[src/include/spi_packet_link_params.svh]
`ifndef SPI_PACKET_LINK_PARAMS_SVH
`define SPI_PACKET_LINK_PARAMS_SVH

// clk cycles per half sclk period, 1 or more
`define SPI_CLK_DIV 2

// Meta byte + 8 prefix bytes + 32 payload bytes
`define PACKET_BYTES 41

`endif

[src/logic/spi_packet_pkg.sv]
package spi_packet_pkg;

    // One byte on the wire
    typedef logic [7:0] spi_byte_t;

    // Packet fields, meta goes out first
    typedef logic [7:0]   meta_t;
    typedef logic [63:0]  prefix_t;
    typedef logic [255:0] payload_t;

    // Byte position within a packet, bit position within a byte
    typedef logic [5:0] byte_idx_t;
    typedef logic [2:0] bit_idx_t;

    typedef enum logic [2:0] {
        ENG_IDLE,
        ENG_SELECT,
        ENG_LOW,
        ENG_HIGH,
        ENG_RELEASE
    } engine_state_t;

    typedef enum logic [1:0] {
        SER_IDLE,
        SER_LOAD,
        SER_WAIT,
        SER_FINISH
    } ser_state_t;

endpackage

[src/logic/spi_byte_if.sv]
`timescale 1ns/1ps

// Byte handoff between the packet blocks and the SPI byte engine
interface spi_byte_if;

    logic                      frame;
    logic                      tx_valid;
    spi_packet_pkg::spi_byte_t tx_byte;
    logic                      ready;
    logic                      rx_valid;
    spi_packet_pkg::spi_byte_t rx_byte;

    // Packet source, owns the frame
    modport master (
        output frame,
        output tx_valid,
        output tx_byte,
        input  ready,
        input  rx_valid
    );

    modport engine (
        input  frame,
        input  tx_valid,
        input  tx_byte,
        output ready,
        output rx_valid,
        output rx_byte
    );

    // Receive side only listens
    modport monitor (
        input frame,
        input rx_valid,
        input rx_byte
    );

endinterface

[src/logic/spi_byte_engine.sv]
`timescale 1ns/1ps

`include "spi_packet_link_params.svh"

// SPI mode 0 master, one full duplex byte per tx_valid
module spi_byte_engine (
    input  logic       clk,
    input  logic       arst_n,
    spi_byte_if.engine bus,
    output logic       sclk,
    output logic       mosi,
    input  logic       miso,
    output logic       cs_n
);

    // One spare bit so a divider of 1 still gives a legal width
    localparam int unsigned HALF_W = $clog2(`SPI_CLK_DIV) + 1;
    localparam logic [HALF_W-1:0] HALF_LAST = HALF_W'(`SPI_CLK_DIV - 1);

    spi_packet_pkg::engine_state_t state;
    logic [HALF_W-1:0]             half_cnt;
    logic                          half_done;
    logic                          sclk_rise;
    spi_packet_pkg::bit_idx_t      bit_idx;
    spi_packet_pkg::spi_byte_t     tx_shift;
    spi_packet_pkg::spi_byte_t     rx_shift;

    assign half_done = (half_cnt == HALF_LAST);

    // Rising edge comes out of both the chip select wait and the low phase
    assign sclk_rise = half_done &&
                       (state == spi_packet_pkg::ENG_SELECT ||
                        state == spi_packet_pkg::ENG_LOW);

    // MSB of the shifter is the line, so it moves on each falling edge
    assign mosi = tx_shift[7];

    // Last sample lands on the 8th rise, well before the next byte starts
    assign bus.rx_byte = rx_shift;

    always_ff @(posedge clk or negedge arst_n) begin
        if (!arst_n) begin
            state        <= spi_packet_pkg::ENG_IDLE;
            half_cnt     <= '0;
            bit_idx      <= '0;
            tx_shift     <= '0;
            sclk         <= 1'b0;
            cs_n         <= 1'b1;
            bus.ready    <= 1'b1;
            bus.rx_valid <= 1'b0;
        end else begin
            bus.rx_valid <= 1'b0;

            if (state == spi_packet_pkg::ENG_IDLE || half_done) begin
                half_cnt <= '0;
            end else begin
                half_cnt <= half_cnt + 1'b1;
            end

            case (state)
                spi_packet_pkg::ENG_IDLE: begin
                    if (bus.tx_valid) begin
                        tx_shift  <= bus.tx_byte;
                        bit_idx   <= '0;
                        bus.ready <= 1'b0;
                        cs_n      <= 1'b0;
                        // Mid-frame bytes skip the chip select setup
                        if (cs_n) begin
                            state <= spi_packet_pkg::ENG_SELECT;
                        end else begin
                            state <= spi_packet_pkg::ENG_LOW;
                        end
                    end else if (!bus.frame && !cs_n) begin
                        // Not ready again until cs_n is back up
                        bus.ready <= 1'b0;
                        state     <= spi_packet_pkg::ENG_RELEASE;
                    end
                end

                spi_packet_pkg::ENG_SELECT,
                spi_packet_pkg::ENG_LOW: begin
                    if (half_done) begin
                        sclk  <= 1'b1;
                        state <= spi_packet_pkg::ENG_HIGH;
                    end
                end

                spi_packet_pkg::ENG_HIGH: begin
                    if (half_done) begin
                        sclk     <= 1'b0;
                        tx_shift <= tx_shift << 1;
                        bit_idx  <= bit_idx + 1'b1;
                        if (bit_idx == 3'd7) begin
                            bus.rx_valid <= 1'b1;
                            bus.ready    <= 1'b1;
                            state        <= spi_packet_pkg::ENG_IDLE;
                        end else begin
                            state <= spi_packet_pkg::ENG_LOW;
                        end
                    end
                end

                spi_packet_pkg::ENG_RELEASE: begin
                    // Hold time after the last falling edge
                    if (half_done) begin
                        cs_n      <= 1'b1;
                        bus.ready <= 1'b1;
                        state     <= spi_packet_pkg::ENG_IDLE;
                    end
                end

                default: begin
                    state <= spi_packet_pkg::ENG_IDLE;
                end
            endcase
        end
    end

    // Sample miso on the rising edge
    always_ff @(posedge clk) begin
        if (sclk_rise) begin
            rx_shift <= {rx_shift[6:0], miso};
        end
    end

endmodule

[src/logic/packet_serializer.sv]
`timescale 1ns/1ps

`include "spi_packet_link_params.svh"

// Splits one packet into bytes for the engine and keeps the frame open
module packet_serializer (
    input  logic                     clk,
    input  logic                     arst_n,
    input  logic                     start,
    input  spi_packet_pkg::meta_t    tx_meta,
    input  spi_packet_pkg::prefix_t  tx_prefix,
    input  spi_packet_pkg::payload_t tx_payload,
    output logic                     busy,
    spi_byte_if.master               bus
);

    localparam int unsigned PKT_W = `PACKET_BYTES * 8;
    localparam spi_packet_pkg::byte_idx_t LAST_IDX =
        spi_packet_pkg::byte_idx_t'(`PACKET_BYTES - 1);

    spi_packet_pkg::ser_state_t state;
    spi_packet_pkg::byte_idx_t  rx_count;
    logic [PKT_W-1:0]           pkt_shift;
    logic                       accept;
    logic                       last_rx;
    logic                       issue;

    assign accept  = (state == spi_packet_pkg::SER_IDLE) && start;
    assign last_rx = bus.rx_valid && (rx_count == LAST_IDX);

    // Next byte goes out in the cycle after ready comes back
    assign issue = (state == spi_packet_pkg::SER_LOAD) && bus.ready && !last_rx;

    always_ff @(posedge clk or negedge arst_n) begin
        if (!arst_n) begin
            state        <= spi_packet_pkg::SER_IDLE;
            rx_count     <= '0;
            busy         <= 1'b0;
            bus.frame    <= 1'b0;
            bus.tx_valid <= 1'b0;
        end else begin
            case (state)
                spi_packet_pkg::SER_IDLE: begin
                    if (accept) begin
                        busy      <= 1'b1;
                        bus.frame <= 1'b1;
                        rx_count  <= '0;
                        state     <= spi_packet_pkg::SER_LOAD;
                    end
                end

                spi_packet_pkg::SER_LOAD: begin
                    if (bus.rx_valid) begin
                        rx_count <= rx_count + 1'b1;
                    end
                    if (last_rx) begin
                        bus.frame <= 1'b0;
                        state     <= spi_packet_pkg::SER_WAIT;
                    end else if (issue) begin
                        bus.tx_valid <= 1'b1;
                        state        <= spi_packet_pkg::SER_WAIT;
                    end
                end

                // One cycle for ready to drop, or for the engine to see frame low
                spi_packet_pkg::SER_WAIT: begin
                    bus.tx_valid <= 1'b0;
                    if (bus.frame) begin
                        state <= spi_packet_pkg::SER_LOAD;
                    end else begin
                        state <= spi_packet_pkg::SER_FINISH;
                    end
                end

                spi_packet_pkg::SER_FINISH: begin
                    // Engine raises ready again only once cs_n is high
                    if (bus.ready) begin
                        busy  <= 1'b0;
                        state <= spi_packet_pkg::SER_IDLE;
                    end
                end

                default: begin
                    state <= spi_packet_pkg::SER_IDLE;
                end
            endcase
        end
    end

    // Packet shifter, top byte is always the next to send
    always_ff @(posedge clk) begin
        if (accept) begin
            pkt_shift <= {tx_meta, tx_prefix, tx_payload};
        end else if (issue) begin
            bus.tx_byte <= pkt_shift[PKT_W-1 -: 8];
            pkt_shift   <= pkt_shift << 8;
        end
    end

endmodule

[src/logic/packet_collector.sv]
`timescale 1ns/1ps

`include "spi_packet_link_params.svh"

// Rebuilds meta, prefix and payload from the received byte stream
module packet_collector (
    input  logic                      clk,
    input  logic                      arst_n,
    spi_byte_if.monitor               bus,
    output logic                      rx_valid,
    output spi_packet_pkg::meta_t     rx_meta,
    output spi_packet_pkg::prefix_t   rx_prefix,
    output spi_packet_pkg::payload_t  rx_payload
);

    // Shifter holds every byte but the last, which comes straight off the bus
    localparam int unsigned HOLD_W = (`PACKET_BYTES - 1) * 8;
    localparam spi_packet_pkg::byte_idx_t LAST_IDX =
        spi_packet_pkg::byte_idx_t'(`PACKET_BYTES - 1);

    spi_packet_pkg::byte_idx_t byte_count;
    logic [HOLD_W-1:0]         pkt_shift;
    logic                      last_byte;

    assign last_byte = bus.rx_valid && (byte_count == LAST_IDX);

    always_ff @(posedge clk or negedge arst_n) begin
        if (!arst_n) begin
            byte_count <= '0;
            rx_valid   <= 1'b0;
        end else begin
            rx_valid <= last_byte;
            // Count restarts between frames
            if (!bus.frame) begin
                byte_count <= '0;
            end else if (bus.rx_valid) begin
                byte_count <= byte_count + 1'b1;
            end
        end
    end

    always_ff @(posedge clk) begin
        if (bus.rx_valid) begin
            pkt_shift <= {pkt_shift[HOLD_W-9:0], bus.rx_byte};
        end
        // Fields only move when a whole packet is in
        if (last_byte) begin
            {rx_meta, rx_prefix, rx_payload} <= {pkt_shift, bus.rx_byte};
        end
    end

endmodule

[src/logic/spi_packet_link.sv]
`timescale 1ns/1ps

// Packet level SPI master, transmit and receive share one byte engine
module spi_packet_link (
    input  logic                     clk,
    input  logic                     arst_n,

    // Host side
    input  logic                     start,
    input  spi_packet_pkg::meta_t    tx_meta,
    input  spi_packet_pkg::prefix_t  tx_prefix,
    input  spi_packet_pkg::payload_t tx_payload,
    output logic                     busy,
    output logic                     rx_valid,
    output spi_packet_pkg::meta_t    rx_meta,
    output spi_packet_pkg::prefix_t  rx_prefix,
    output spi_packet_pkg::payload_t rx_payload,

    // SPI pins
    output logic                     sclk,
    output logic                     mosi,
    input  logic                     miso,
    output logic                     cs_n
);

    spi_byte_if i_byte_if ();

    packet_serializer i_packet_serializer (
        .clk        (clk),
        .arst_n     (arst_n),
        .start      (start),
        .tx_meta    (tx_meta),
        .tx_prefix  (tx_prefix),
        .tx_payload (tx_payload),
        .busy       (busy),
        .bus        (i_byte_if.master)
    );

    spi_byte_engine i_spi_byte_engine (
        .clk    (clk),
        .arst_n (arst_n),
        .bus    (i_byte_if.engine),
        .sclk   (sclk),
        .mosi   (mosi),
        .miso   (miso),
        .cs_n   (cs_n)
    );

    // Listens on the same byte stream the serializer drives
    packet_collector i_packet_collector (
        .clk        (clk),
        .arst_n     (arst_n),
        .bus        (i_byte_if.monitor),
        .rx_valid   (rx_valid),
        .rx_meta    (rx_meta),
        .rx_prefix  (rx_prefix),
        .rx_payload (rx_payload)
    );

endmodule

[config.mk]
export PLATFORM = sky130hd
export DESIGN_NAME = spi_packet_link
export DESIGN_NICKNAME = d
export VERILOG_FILES = /design/src/logic/spi_packet_pkg.sv /design/src/logic/spi_byte_if.sv /design/src/logic/spi_byte_engine.sv /design/src/logic/packet_serializer.sv /design/src/logic/packet_collector.sv /design/src/logic/spi_packet_link.sv
export VERILOG_INCLUDE_DIRS = /design/src /design/src/include
export SDC_FILE = /design/constraint.sdc
export NUM_CORES = 1
export LEC_CHECK = 0
export BUFFER_PORTS_ARGS = -buffer_cell sky130_fd_sc_hd__buf_4
export CAP_MARGIN = 40
export CORE_ASPECT_RATIO = 0.9
export CORE_UTILIZATION = 37
export DETAILED_ROUTE_END_ITERATION = 16
export SETUP_SLACK_MARGIN = 0.2
export SKIP_CTS_REPAIR_TIMING = 1
export SYNTH_ARGS = -nofsm -noshare
export SYNTH_HDL_FRONTEND = slang
export SYNTH_SLANG_ARGS = --single-unit
[constraint.sdc]
create_clock -name clk -period 32.7 [get_ports clk]
set_input_delay 6.54 -clock clk [delete_from_list [all_inputs] [get_ports clk]]
set_output_delay 6.54 -clock clk [all_outputs]
set_load 0.005 [all_outputs]
==> impl_metrics.yaml <==
outcome:
  outcome: "completed"
worst_setup_path:
  reg2reg_to: "i_packet_serializer.pkt_shift[265]$_DFFE_PP_"
  cp_max_fo: 69
  endpoint: "i_packet_serializer.pkt_shift[265]$_DFFE_PP_"
  path_cells: "buf_4, nand2_4, nand2_4, buf_4, buf_4, buf_12, buf_4"
  crit_start: "start"
  rr_worst_depth: 8
  path_buf_inv: 5
  r2r-start: "i_packet_serializer.state[0]$_DFFE_PN0P_"
  max_stage_delay_ns: 0.73
  crit_path_end_kind: "register"
  path_depth: 7
  rrSetupSlack_ns: 28.35
  crit_top_cell: "buf_4"
  crit_slowest_cell: "buf_4"
  path_class: "primary input to register"
  arrival_ns: 9.47
  critPathRequiredTime_ns: 32.96
  crit_family: "buffers and inverters"
  start_kind: "primary input"
logic_synthesis:
  synth_seq_cells: 1030
  synth_most_common_cell: "edfxtp_1"
  muxShareOfSynthArea_pct: 0.1432
  synth-edff-count: 992
  syn_area_um2: 35810
  avgSynthCellArea_um2: 15.90
  synthesis.nets: 2596
  synth_compound_area_share_pct: 0.7372
  yosys.area.top_type: "edfxtp_1"
  synth_cells: 2252
  yosysTopAreaCellShare_pct: 83.18
  synth_area_leaders: "edfxtp_1, nand2_1, dfrtp_1"
  synth-simple-area-share_pct: 11.47
  synthArstFlopShare_pct: 3.689
  ys_types: 46
  synth_top_family_by_area: "simple AND/OR/NAND/NOR gates"
  ys_warn_count: 0
  synth_ff_type: "edfxtp_1"
  ys_seq_area_share_pct: 85.84
  synthTopCellsByCount: "edfxtp_1, nand2_1, buf_2"
  synth-adder-area-share_pct: 0.4193
  yosys.area_share.xor_xnor_pct: 0.2201
sta:
  tns_ns: 0
  rsz0062_at_grt: "no"
  slew_violations: 0
  max_slew_margin_pct: 33.12
  fin_crit_ns: 9.214
  holdWs_ns: 0.4166
  fin_worst_skew_ns: 0.05496
  fmaxAchievable_mhz: 108.5
  finalHoldViolCount: 0
  fin_crit_sh_pct: 28.18
  worstMarginPinSlew_ns: 1.003
  setup_viol: 0
clock_network:
  clkSinkCount: 1030
  cts_inserted_buffers: 102
  cts_tree: "done"
  root_buffer: "clkbuf_16"
  cts_max_path_buffers: 3
  clkLatencyLatePin_ns: 0.68
  clk_pin_slew_worst_paths_ns: 0.06
  h-tree-depth: 3
die:
  io_pins: 665
  die-area_um2: 98040
  die_h_um: 297.1
  core_um2: 95320
  start_util_pct: 37.57
  fp-row-count: 107
  die_x_um: 329.9
route:
  dr.pass1.iters: 5
  drcViolationCount: 0
  via_per_inst: 4.576
  drt_iter0_drc: 1699
  drt.antenna.violating_nets: 0
  wl_mm: 80.96
  wire_per_inst_um: 18.78
  vias: 19730
layout:
  layout.nets: 3308
  layout-drive-gt1-share_pct: 27.65
  area_delta_synth_final_pct: 27.70
global_route:
  grt_remaining_overflow: 0
  first_global_vias: 19290
  grt_use_total_pct: 16.15
  grt_pass1_wl_mm: 119.1
  antenna_found_initial: 17
  grt_max_degree: 196
power_and_ir_drop:
  leakage_nw: 17.66
  vdd.ir_drop.worst_mv: 0.04643
  power_density_nw_per_um2: 72.81
placement:
  post-dp-hpwl_mm: 55.59
  gp_congestion: 0.8019
  io_buffer_count: 664
job:
  maxCapViolations: 0
worst_hold_path:
  hp-class: "register to register"
==> state kept, by name, summed over array words and instances, names as in the netlist, 2 cells and up <==
name	count
i_packet_collector.byte_count	6
i_packet_collector.rx_payload	256
i_packet_collector.rx_prefix	64
i_spi_byte_engine.half_cnt	2
i_packet_serializer.bus.tx_byte	8
i_spi_byte_engine.bit_idx	3
i_packet_serializer.rx_count	6
i_spi_byte_engine.state	3
i_spi_byte_engine.tx_shift	8
i_packet_serializer.pkt_shift	328
i_packet_serializer.state	2
i_packet_collector.pkt_shift	320
i_spi_byte_engine.bus.rx_byte	8
i_packet_collector.rx_meta	8
==> cell usage in the layout (no fill, tap or decap), types with 9 or more instances in the layout <==
cell type	count
nand2_1	984
diode_2	13
inv_1	14
clkbuf_16	102
clkbuf_1	21
ha_1	12
edfxtp_1	992
o21ai_0	13
dfrtp_1	35
buf_4	676
clkinv_2	18
a21oi_1	10
nor2_1	26
bufinv_16	9
clkinv_1	25
==> report_power, final <==
group / switching (W) / internal (W) / leakage [nW]
clock network: 0.000492 / 0.000647 / 1.59
logic: 0.000303 / 0.000152 / 6.58
registers: 0.0000539 / 0.00168 / 9.49
==> cell families (layout without fill, tap and decap cells) <==
| group | Yosys count | count (layout) |
|---|---|---|
| AOI/OAI and AO/OA | 42 | 42 |
| xor gates and xnor gates | 9 | 9 |
| adders and majority gates | 12 | 12 |
| buffers and inverters | 95 | 888 |
| DFF | 1030 | 1030 |
| muxes | 5 | 5 |
| other | 0 | 13 |
| and+or+nand+nor | 1059 | 1059 |
==> metrics by stage <==
| step | instances | area [µm²] | util [%] | setup WS, ns | power (W) |
|---|---|---|---|---|---|
| final | 4311 | 45730 | 47.97 | 23.49 | 0.003329 |
| after global routing | 4311 | 45730 | 47.97 | 23.32 | 0.003486 |
| after CTS | 4298 | 45700 | 47.94 | 23.51 | 0.003368 |
| after detailed placement | 4113 | 42430 | 44.51 | 22.77 | 0.002222 |
| after global placement | 4103 | 42180 | 44.25 | 22.00 | 0.002201 |
| after floorplan | 2252 | 35820 | - | 10.90 | 0.002117 |
==> layout make-up <==
| class | count | area, µm² |
|---|---|---|
| Sequential cell | 1030 | 30750 |
| Antenna cell | 13 | 32.53 |
| Inverter | 14 | 52.55 |
| Clock buffer | 123 | 2631 |
| Fill cell | 8165 | 49590 |
| Clock inverter | 62 | 635.6 |
| Tap cell | 1253 | 1568 |
| Multi-Input combinational cell | 1127 | 4682 |
| Timing Repair Buffer | 689 | 5383 |
==> routing by layer <==
| layer | routed length, µm | GRT usage [%] | vias to the layer above |
|---|---|---|---|
| li1 | - | - | 9349 |
| met1 | 32800 | 20.62 | 9544 |
| met2 | 39370 | 26.21 | 696 |
| met3 | 6374 | 4.221 | 135 |
| met4 | 2397 | 6.316 | 4 |
| met5 | 23 | 0 | - |
==> worst reg2reg max path, stage by stage (launching register included) <==
cell,delay [ns]
dfrtp_1,0.42
inv_1,0.14
ha_1,0.53
nand2_4,0.41
nand2_4,0.47
buf_4,0.43
buf_4,0.44
buf_12,0.31
buf_4,0.74
==> worst min-delay path by stage <==
| stage | start | endpoint | cells past startpoint |
|---|---|---|---|
| floorplan | i_packet_collector.pkt_shift[312]$_DFFE_PP_ | i_packet_collector.rx_meta[0]$_DFFE_PP_ | 0 |
| global placement | i_packet_collector.pkt_shift[318]$_DFFE_PP_ | i_packet_collector.rx_meta[6]$_DFFE_PP_ | 0 |
| detailed placement | i_packet_serializer.pkt_shift[320]$_DFFE_PP_ | i_packet_serializer.bus.tx_byte[0]$_DFFE_PP_ | 0 |
| CTS | i_packet_serializer.pkt_shift[323]$_DFFE_PP_ | i_packet_serializer.bus.tx_byte[3]$_DFFE_PP_ | 0 |
| global route | i_packet_collector.pkt_shift[319]$_DFFE_PP_ | i_packet_collector.rx_meta[7]$_DFFE_PP_ | 0 |
| finish | i_packet_serializer.pkt_shift[323]$_DFFE_PP_ | i_packet_serializer.bus.tx_byte[3]$_DFFE_PP_ | 0 |
Note: power is estimated with default switching activity, not from simulation.
